<file path="src/hw/memCtrlPkg.sv">
package memCtrlPkg;

    // byte-wide RAM address space
    localparam int addrWidth = 17;
    localparam int wordWidth = 32;
    localparam int byteWidth = 8;

    // byte offset inside a word
    localparam int offWidth = $clog2(wordWidth / byteWidth);

    // access length in bytes
    localparam int lenWidth = 3;
    localparam logic [lenWidth-1:0] lenByte = 3'd1;
    localparam logic [lenWidth-1:0] lenHalf = 3'd2;
    localparam logic [lenWidth-1:0] lenWord = 3'd4;

    // latched operation
    typedef enum logic [1:0] {
        opFetch,
        opLoad,
        opStore
    } memOp_t;

    // current RAM owner
    typedef enum logic [1:0] {
        ownIdle,
        ownData,
        ownFetch
    } owner_t;

    // byte sequencer states
    // drain waits for the last read byte to come back
    typedef enum logic [1:0] {
        seqIdle,
        seqIssue,
        seqDrain
    } seqState_t;

endpackage

</file>
<file path="src/hw/portArbiter.sv">
`timescale 1ns/1ps

module portArbiter (
    input  logic                              clk,
    input  logic                              rst,
    input  logic                              rdy,
    input  logic                              ioBufferFull,
    input  logic                              dataEn,
    input  logic                              dataStore,
    input  logic [memCtrlPkg::lenWidth-1:0]   dataLen,
    input  logic [memCtrlPkg::addrWidth-1:0]  dataAddr,
    input  logic [memCtrlPkg::wordWidth-1:0]  dataWdata,
    input  logic                              fetchEn,
    input  logic [memCtrlPkg::addrWidth-1:0]  fetchAddr,
    input  logic                              finish,
    output logic                              advance,
    output logic                              start,
    output memCtrlPkg::memOp_t                op,
    output logic [memCtrlPkg::lenWidth-1:0]   len,
    output logic [memCtrlPkg::addrWidth-1:0]  baseAddr,
    output logic [memCtrlPkg::wordWidth-1:0]  wdata,
    output memCtrlPkg::owner_t                owner
);

    // the only place the stall inputs are looked at
    assign advance = rdy && !ioBufferFull;

    always_ff @(posedge clk) begin
        if (rst) begin
            owner    <= memCtrlPkg::ownIdle;
            start    <= 1'b0;
            op       <= memCtrlPkg::opFetch;
            len      <= memCtrlPkg::lenWord;
            baseAddr <= '0;
            wdata    <= '0;
        end else if (advance) begin
            // start lasts one enabled cycle
            start <= 1'b0;
            if (owner == memCtrlPkg::ownIdle) begin
                // data side wins a tie
                if (dataEn) begin
                    owner    <= memCtrlPkg::ownData;
                    start    <= 1'b1;
                    len      <= dataLen;
                    baseAddr <= dataAddr;
                    wdata    <= dataWdata;
                    if (dataStore) begin
                        op <= memCtrlPkg::opStore;
                    end else begin
                        op <= memCtrlPkg::opLoad;
                    end
                end else if (fetchEn) begin
                    owner    <= memCtrlPkg::ownFetch;
                    start    <= 1'b1;
                    op       <= memCtrlPkg::opFetch;
                    len      <= memCtrlPkg::lenWord;
                    baseAddr <= fetchAddr;
                end
            end else if (finish) begin
                // back to idle after the done cycle
                owner <= memCtrlPkg::ownIdle;
            end
        end
    end

endmodule

</file>
<file path="src/hw/byteSequencer.sv">
`timescale 1ns/1ps

module byteSequencer (
    input  logic                              clk,
    input  logic                              rst,
    input  logic                              advance,
    input  logic                              start,
    input  memCtrlPkg::memOp_t                op,
    input  logic [memCtrlPkg::lenWidth-1:0]   len,
    input  logic [memCtrlPkg::addrWidth-1:0]  baseAddr,
    input  logic [memCtrlPkg::wordWidth-1:0]  wdata,
    output logic [memCtrlPkg::addrWidth-1:0]  memAddr,
    output logic                              memWrite,
    output logic [memCtrlPkg::byteWidth-1:0]  memWdata,
    output logic                              beat,
    output logic [memCtrlPkg::offWidth-1:0]   beatIndex,
    output logic                              lastBeat,
    output logic                              storeDone
);

    memCtrlPkg::seqState_t state;

    logic [memCtrlPkg::offWidth-1:0] offset;
    logic [memCtrlPkg::lenWidth-1:0] lastOffset;
    logic                            active;
    logic                            isStore;

    // byte 0 goes out while start is still up
    assign active = (state == memCtrlPkg::seqIssue) ||
                    (state == memCtrlPkg::seqIdle && start);

    assign isStore    = (op == memCtrlPkg::opStore);
    assign lastOffset = len - memCtrlPkg::lenByte;
    assign lastBeat   = active && (memCtrlPkg::lenWidth'(offset) == lastOffset);

    // RAM side
    assign memAddr  = baseAddr + memCtrlPkg::addrWidth'(offset);
    assign memWrite = advance && active && isStore;

    // little-endian byte of the store word
    assign memWdata = wdata[offset * memCtrlPkg::byteWidth +: memCtrlPkg::byteWidth];

    // read beats for the output side
    assign beat      = active && !isStore;
    assign beatIndex = offset;

    // last write byte ends a store
    assign storeDone = active && isStore && lastBeat;

    always_ff @(posedge clk) begin
        if (rst) begin
            state  <= memCtrlPkg::seqIdle;
            offset <= '0;
        end else if (advance) begin
            case (state)
                memCtrlPkg::seqIdle: begin
                    if (start) begin
                        if (lastBeat) begin
                            // single byte access
                            offset <= '0;
                            if (isStore) begin
                                state <= memCtrlPkg::seqIdle;
                            end else begin
                                state <= memCtrlPkg::seqDrain;
                            end
                        end else begin
                            offset <= offset + memCtrlPkg::offWidth'(1);
                            state  <= memCtrlPkg::seqIssue;
                        end
                    end
                end

                memCtrlPkg::seqIssue: begin
                    if (lastBeat) begin
                        offset <= '0;
                        if (isStore) begin
                            state <= memCtrlPkg::seqIdle;
                        end else begin
                            state <= memCtrlPkg::seqDrain;
                        end
                    end else begin
                        offset <= offset + memCtrlPkg::offWidth'(1);
                    end
                end

                memCtrlPkg::seqDrain: begin
                    // last byte is on memRdata this cycle
                    state <= memCtrlPkg::seqIdle;
                end

                default: begin
                    state  <= memCtrlPkg::seqIdle;
                    offset <= '0;
                end
            endcase
        end
    end

endmodule

</file>
<file path="src/hw/wordAssembler.sv">
`timescale 1ns/1ps

module wordAssembler (
    input  logic                              clk,
    input  logic                              rst,
    input  logic                              advance,
    input  memCtrlPkg::memOp_t                op,
    input  logic [memCtrlPkg::lenWidth-1:0]   len,
    input  logic [memCtrlPkg::byteWidth-1:0]  memRdata,
    input  logic                              beat,
    input  logic [memCtrlPkg::offWidth-1:0]   beatIndex,
    input  logic                              lastBeat,
    input  logic                              storeDone,
    output logic                              dataDone,
    output logic [memCtrlPkg::wordWidth-1:0]  dataRdata,
    output logic                              fetchDone,
    output logic [memCtrlPkg::wordWidth-1:0]  fetchInst,
    output logic                              finish
);

    logic                             beatQ;
    logic                             lastQ;
    logic [memCtrlPkg::offWidth-1:0]  idxQ;
    logic [memCtrlPkg::wordWidth-1:0] collector;
    logic [memCtrlPkg::wordWidth-1:0] merged;
    logic [memCtrlPkg::wordWidth-1:0] loadWord;
    logic [memCtrlPkg::wordWidth-1:0] dataRdataQ;
    logic [memCtrlPkg::wordWidth-1:0] fetchInstQ;
    logic                             readDone;
    logic                             loadDone;

    // flags follow the RAM by one enabled cycle
    always_ff @(posedge clk) begin
        if (rst) begin
            beatQ      <= 1'b0;
            lastQ      <= 1'b0;
            idxQ       <= '0;
            dataRdataQ <= '0;
            fetchInstQ <= '0;
        end else if (advance) begin
            beatQ <= beat;
            lastQ <= beat && lastBeat;
            idxQ  <= beatIndex;
            if (loadDone) begin
                dataRdataQ <= loadWord;
            end
            if (fetchDone) begin
                fetchInstQ <= merged;
            end
        end
    end

    always_ff @(posedge clk) begin
        if (advance && beatQ) begin
            collector[idxQ * memCtrlPkg::byteWidth +: memCtrlPkg::byteWidth] <= memRdata;
        end
    end

    // current byte goes straight into the result
    always_comb begin
        merged = collector;
        merged[idxQ * memCtrlPkg::byteWidth +: memCtrlPkg::byteWidth] = memRdata;
    end

    // zero-extend above len bytes
    always_comb begin
        case (len)
            memCtrlPkg::lenByte: begin
                loadWord = {{(memCtrlPkg::wordWidth - memCtrlPkg::byteWidth){1'b0}},
                            merged[memCtrlPkg::byteWidth-1:0]};
            end
            memCtrlPkg::lenHalf: begin
                loadWord = {{(memCtrlPkg::wordWidth - 2 * memCtrlPkg::byteWidth){1'b0}},
                            merged[2*memCtrlPkg::byteWidth-1:0]};
            end
            default: begin
                loadWord = merged;
            end
        endcase
    end

    assign readDone  = advance && beatQ && lastQ;
    assign loadDone  = readDone && (op == memCtrlPkg::opLoad);
    assign fetchDone = readDone && (op == memCtrlPkg::opFetch);
    assign dataDone  = loadDone || (advance && storeDone);
    assign finish    = dataDone || fetchDone;

    // new value shows in the done cycle, then held
    assign dataRdata = loadDone ? loadWord : dataRdataQ;
    assign fetchInst = fetchDone ? merged : fetchInstQ;

endmodule

</file>
<file path="src/hw/memCtrl.sv">
`timescale 1ns/1ps

module memCtrl (
    input  logic                              clk,
    input  logic                              rst,
    input  logic                              rdy,
    input  logic                              ioBufferFull,
    input  logic                              dataEn,
    input  logic                              dataStore,
    input  logic [memCtrlPkg::lenWidth-1:0]   dataLen,
    input  logic [memCtrlPkg::addrWidth-1:0]  dataAddr,
    input  logic [memCtrlPkg::wordWidth-1:0]  dataWdata,
    output logic                              dataDone,
    output logic [memCtrlPkg::wordWidth-1:0]  dataRdata,
    input  logic                              fetchEn,
    input  logic [memCtrlPkg::addrWidth-1:0]  fetchAddr,
    output logic                              fetchDone,
    output logic [memCtrlPkg::wordWidth-1:0]  fetchInst,
    output logic [memCtrlPkg::addrWidth-1:0]  memAddr,
    output logic                              memWrite,
    output logic [memCtrlPkg::byteWidth-1:0]  memWdata,
    input  logic [memCtrlPkg::byteWidth-1:0]  memRdata,
    output memCtrlPkg::owner_t                owner
);

    logic                             advance;
    logic                             start;
    memCtrlPkg::memOp_t               op;
    logic [memCtrlPkg::lenWidth-1:0]  len;
    logic [memCtrlPkg::addrWidth-1:0] baseAddr;
    logic [memCtrlPkg::wordWidth-1:0] wdata;
    logic                             beat;
    logic [memCtrlPkg::offWidth-1:0]  beatIndex;
    logic                             lastBeat;
    logic                             storeDone;
    logic                             finish;

    portArbiter arbiter0 (
        .clk          (clk),
        .rst          (rst),
        .rdy          (rdy),
        .ioBufferFull (ioBufferFull),
        .dataEn       (dataEn),
        .dataStore    (dataStore),
        .dataLen      (dataLen),
        .dataAddr     (dataAddr),
        .dataWdata    (dataWdata),
        .fetchEn      (fetchEn),
        .fetchAddr    (fetchAddr),
        .finish       (finish),
        .advance      (advance),
        .start        (start),
        .op           (op),
        .len          (len),
        .baseAddr     (baseAddr),
        .wdata        (wdata),
        .owner        (owner)
    );

    byteSequencer sequencer0 (
        .clk       (clk),
        .rst       (rst),
        .advance   (advance),
        .start     (start),
        .op        (op),
        .len       (len),
        .baseAddr  (baseAddr),
        .wdata     (wdata),
        .memAddr   (memAddr),
        .memWrite  (memWrite),
        .memWdata  (memWdata),
        .beat      (beat),
        .beatIndex (beatIndex),
        .lastBeat  (lastBeat),
        .storeDone (storeDone)
    );

    wordAssembler assembler0 (
        .clk       (clk),
        .rst       (rst),
        .advance   (advance),
        .op        (op),
        .len       (len),
        .memRdata  (memRdata),
        .beat      (beat),
        .beatIndex (beatIndex),
        .lastBeat  (lastBeat),
        .storeDone (storeDone),
        .dataDone  (dataDone),
        .dataRdata (dataRdata),
        .fetchDone (fetchDone),
        .fetchInst (fetchInst),
        .finish    (finish)
    );

endmodule

</file>
<file path="config.mk">
export PLATFORM = sky130hd
export DESIGN_NAME = memCtrl
export DESIGN_NICKNAME = d
export VERILOG_FILES = /design/src/hw/memCtrlPkg.sv /design/src/hw/portArbiter.sv /design/src/hw/byteSequencer.sv /design/src/hw/wordAssembler.sv /design/src/hw/memCtrl.sv
export SDC_FILE = /design/constraint.sdc
export NUM_CORES = 1
export LEC_CHECK = 0
export BUFFER_PORTS_ARGS = -buffer_cell sky130_fd_sc_hd__buf_2
export CAP_MARGIN = 20
export CORE_ASPECT_RATIO = 1.5
export CORE_UTILIZATION = 58
export DETAILED_ROUTE_END_ITERATION = 7
export PLACE_DENSITY = 0.95
export RECOVER_POWER = 25
export SLEW_MARGIN = 40
export SYNTH_ARGS = -nofsm -noshare
export SYNTH_HDL_FRONTEND = slang
export SYNTH_SLANG_ARGS = --single-unit
</file>
<file path="constraint.sdc">
create_clock -name clk -period 3.4 [get_ports clk]
set_clock_uncertainty 0.2 [all_clocks]
set_input_delay 0.34 -clock clk [delete_from_list [all_inputs] [get_ports clk]]
set_output_delay 0.34 -clock clk [all_outputs]
set_load 0.02 [all_outputs]
</file>
==> metrics.md <==
| Metric | Value |
|---|---|
| Critical-path top delay cell | `nor2_1` |
| # H-tree levels | `4` |
| Placed cell area | `between 8000 and 9000 µm²` |
| Mapped Avg Cell Area | `8.98 µm²` |
| Asr flop ratio synth | `0%` |
| DR WL/cell | `around 17 µm` |
| DR DRC count | `0` |
| CTS buffer count | `17` |
| P&R area growth vs syn | `24.1%` |
| Fill cell count | `863` |
| Fin crit period | `~3.2 ns` |
| Critical R2R Capture | `arbiter0.wdata[29]` |
| R2R cell count | `5` |
| Initial DRC Count | `between 300 and 400` |
| Synthesized area | `~7400 µm²` |
| Arr. time, crit path | `between 2 and 3 ns` |
| Vias in the first global route | `6673` |
| Grt ovf | `0` |
| Antenna-violating nets left | `0` |
| Crit path largest cell delay | `approximately 0.46 ns` |
| Die area | `between 10000 and 15000 µm²` |
| Commonest cells after routing, fill and taps aside | `buf_2, nand2_1, dfxtp_1` |
| Largest fanout on the critical path | `8` |
| Worst-Margin Slew | `between 1.5 and 2 ns` |
| Final WL | `19.5 mm` |
| Rel. slew slack | `-21.5%` |
| Die Span X | `94.4 µm` |
| Status | `complete, but fails checks` |
| Failing checks | `capacitance limit, slew limit` |
| Most area-hungry cell type in the Yosys netlist | `dfxtp_1` |
| Via count | `6746` |
| Clock Path Buffers | `2` |
| Count of final hold-check violations | `0` |
| Most common cell after layout, fill and taps aside | `buf_2` |
| Layout cells sized above 1 | `24.3%` |
| Total GRT Usage | `around 30%` |
| Core ar. | `roughly 13000 µm²` |
| Startpoint types | `flop` |
| Initial Util | `around three fifths` |
| Largest net degree at the start of global routing | `a little under 100` |
| Synth Net Count | `922` |
| Clock insertion delay at the later pin of the skew report | `between 0.4 and 0.5 ns` |
| Seq/Total Area, Yosys | `47.7%` |
| Initial antenna violation count | `0` |
| Setup violators final | `0` |
| Number of buffers inserted by port buffering | `about 180` |
| RSZ-0062 raised after global routing | `false` |
| Seq cells post-synth | `161` |
| Leak | `3.86 nW` |
| CTS root buf | `clkbuf_16` |
| Final #Nets | `1106` |
| Critical R2R Launch | `arbiter0.owner[1]` |
| Worst EP required | `roughly 2.9 ns` |
| Via density | `between 5 and 6` |
| Clock sinks | `161` |
| Design area | `just over 9000 µm²` |
| Die Y | `~140 µm` |
| Max cap viols | `1` |
| Top FF cell, synth | `dfxtp_1` |
| Crit. End Element | `primary output` |
| Top post-synthesis cells by area | `dfxtp_1, edfxtp_1, nand2_1` |
| Std cell rows | `50` |
| Number of iterations in the first detailed-routing pass | `5` |
| Post-DP HPWL | `approximately 13 mm` |
| Number of synthesized flops with an enable pin | `32` |
| Synth top area share | `roughly a third` |
| Syn Inst Count | `a little over 800` |
| Post-CTS sizing | `0` |
| Fmax | `about 310 MHz` |
| Hold Crit Class | `primary input to flop` |
| # IOs | `about 180` |
| Gpl congestion | `between 0.7 and 0.8` |
| # diodes | `0` |
| # Post-CTS Setup Buffers | `0` |
| Pwr dens | `between 400 and 500 nW/µm²` |
| TritonCTS clock tree | `done` |
| First-pass GRT wire length | `31.4 mm` |
| Worst vdd ir | `about 0.39 mV` |
| Worst Setup EP | `fetchInst[25]` |
| Pins Over Slew Limit | `33` |
| Total Negative Setup Slacks | `0 ns` |
| Worst Setup SP | `assembler0.idxQ[0]` |
| Cells along the critical path | `inv_1, ha_1, nor2_1, a31oi_1, a21oi_1, buf_2` |
| R2r setup slk | `0.50 ns` |
| Hold buffers post-CTS | `35` |
| Synth cell types | `roughly 50` |
| Worst-path clk slew | `~0.060 ns` |
| Setup CP Type | `flop to primary output` |
| Final worst-path cycle share | `94.8%` |
| Ys Warns | `0` |
cell type report:
cell class | count | area (µm²) | area share, %
clock buffer | 21 | 462 | 5.01
tap | 156 | 195 | 2.12
multi-input combinational | 570 | 3460 | 37.5
sequential | 161 | 3540 | 38.4
timing repair buffer | 221 | 1310 | 14.2
clock inverter | 11 | 103 | 1.11
inverter | 40 | 150 | 1.63
Yosys cell counts, types with 6 or more instances:
library cell / n
a22oi_1: 13
inv_1: 40
nand2_1: 143
mux4_2: 8
a211oi_2: 13
o21ai_2: 10
dfxtp_1: 129
a211oi_1: 36
nor2b_1: 35
nand2b_1: 13
a31oi_1: 26
nor2_1: 64
xnor2_1: 12
a21oi_1: 81
buf_2: 20
edfxtp_1: 32
o21ai_0: 42
mux2i_1: 17
buf_4: 7
clkbuf_1: 25
nand3_1: 8
ha_1: 10
xor2_1: 6
worst max-delay path, delay by kind of cell, from the launching register on:
family	cells	cell delay [ns]
AOI/OAI and AO/OA	2	0.66
adders and majority gates	1	0.35
buffers and inverters	2	0.35
DFF	1	0.44
and+or+nand+nor	1	0.46
cells by family (layout without fill, tap and decap cells):
logic type | count (synthesis) | after routing | synth area share (%)
xor gates and xnor gates | 18 | 18 | 2.12
adders and majority gates | 11 | 11 | 1.95
DFF | 161 | 161 | 47.7
muxes | 25 | 25 | 4.72
AOI/OAI and AO/OA | 229 | 229 | 19.9
buffers and inverters | 96 | 293 | 5.75
and+or+nand+nor | 287 | 287 | 17.8
per-stage QoR:
stage	util, %	hold slack, ns	setup slack (ns)	cells	power, mW
4_1_cts	73.9	0.0203	0.151	1180	4.22
3_3_place_gp	66.5	0.234	0.814	1113	2.37
5_1_grt	73.7	0.0479	0.0509	1180	4.35
6_report	73.7	0.0302	0.175	1180	4.21
3_5_place_dp	66.6	0.240	0.720	1113	2.38
2_1_floorplan	-	0.225	0.988	827	2.27
registers in the layout, indices dropped and copies added (netlist names), 3 cells and up:
name,count
arbiter0.baseAddr,17
arbiter0.len,3
arbiter0.wdata,32
assembler0.collector,32
assembler0.dataRdataQ,32
assembler0.fetchInstQ,32
routing by layer:
metal	track usage, %	part of all wire, %	wire [µm]	up-vias
li1	-	-	-	3239
met3	6.85	6.6	1290	75
met2	54.7	53	10400	306
met5	0	0	0	-
met1	32.5	36	7020	3126
met4	17.2	4.4	860	0
worst min path at each step:
stage	depth (start not counted)	from	end
final	3	dataLen[1]	arbiter0.len[1]
after floorplan	2	assembler0.dataRdataQ[10]	assembler0.dataRdataQ[10]
after global placement	2	assembler0.dataRdataQ[19]	assembler0.dataRdataQ[19]
after CTS	3	dataLen[1]	arbiter0.len[1]
after global routing	3	dataLen[1]	arbiter0.len[1]
after detailed placement	2	assembler0.dataRdataQ[29]	assembler0.dataRdataQ[29]
report_power, final:
part           internal (mW)  switching (mW)  total [mW]  leakage, nW
Clock                   1.06           0.770        1.83        0.268
Sequential              1.98          0.0356        2.02         1.33
Combinational          0.154           0.208       0.362         2.27
No activity file was read; power rests on OpenSTA's default activity.
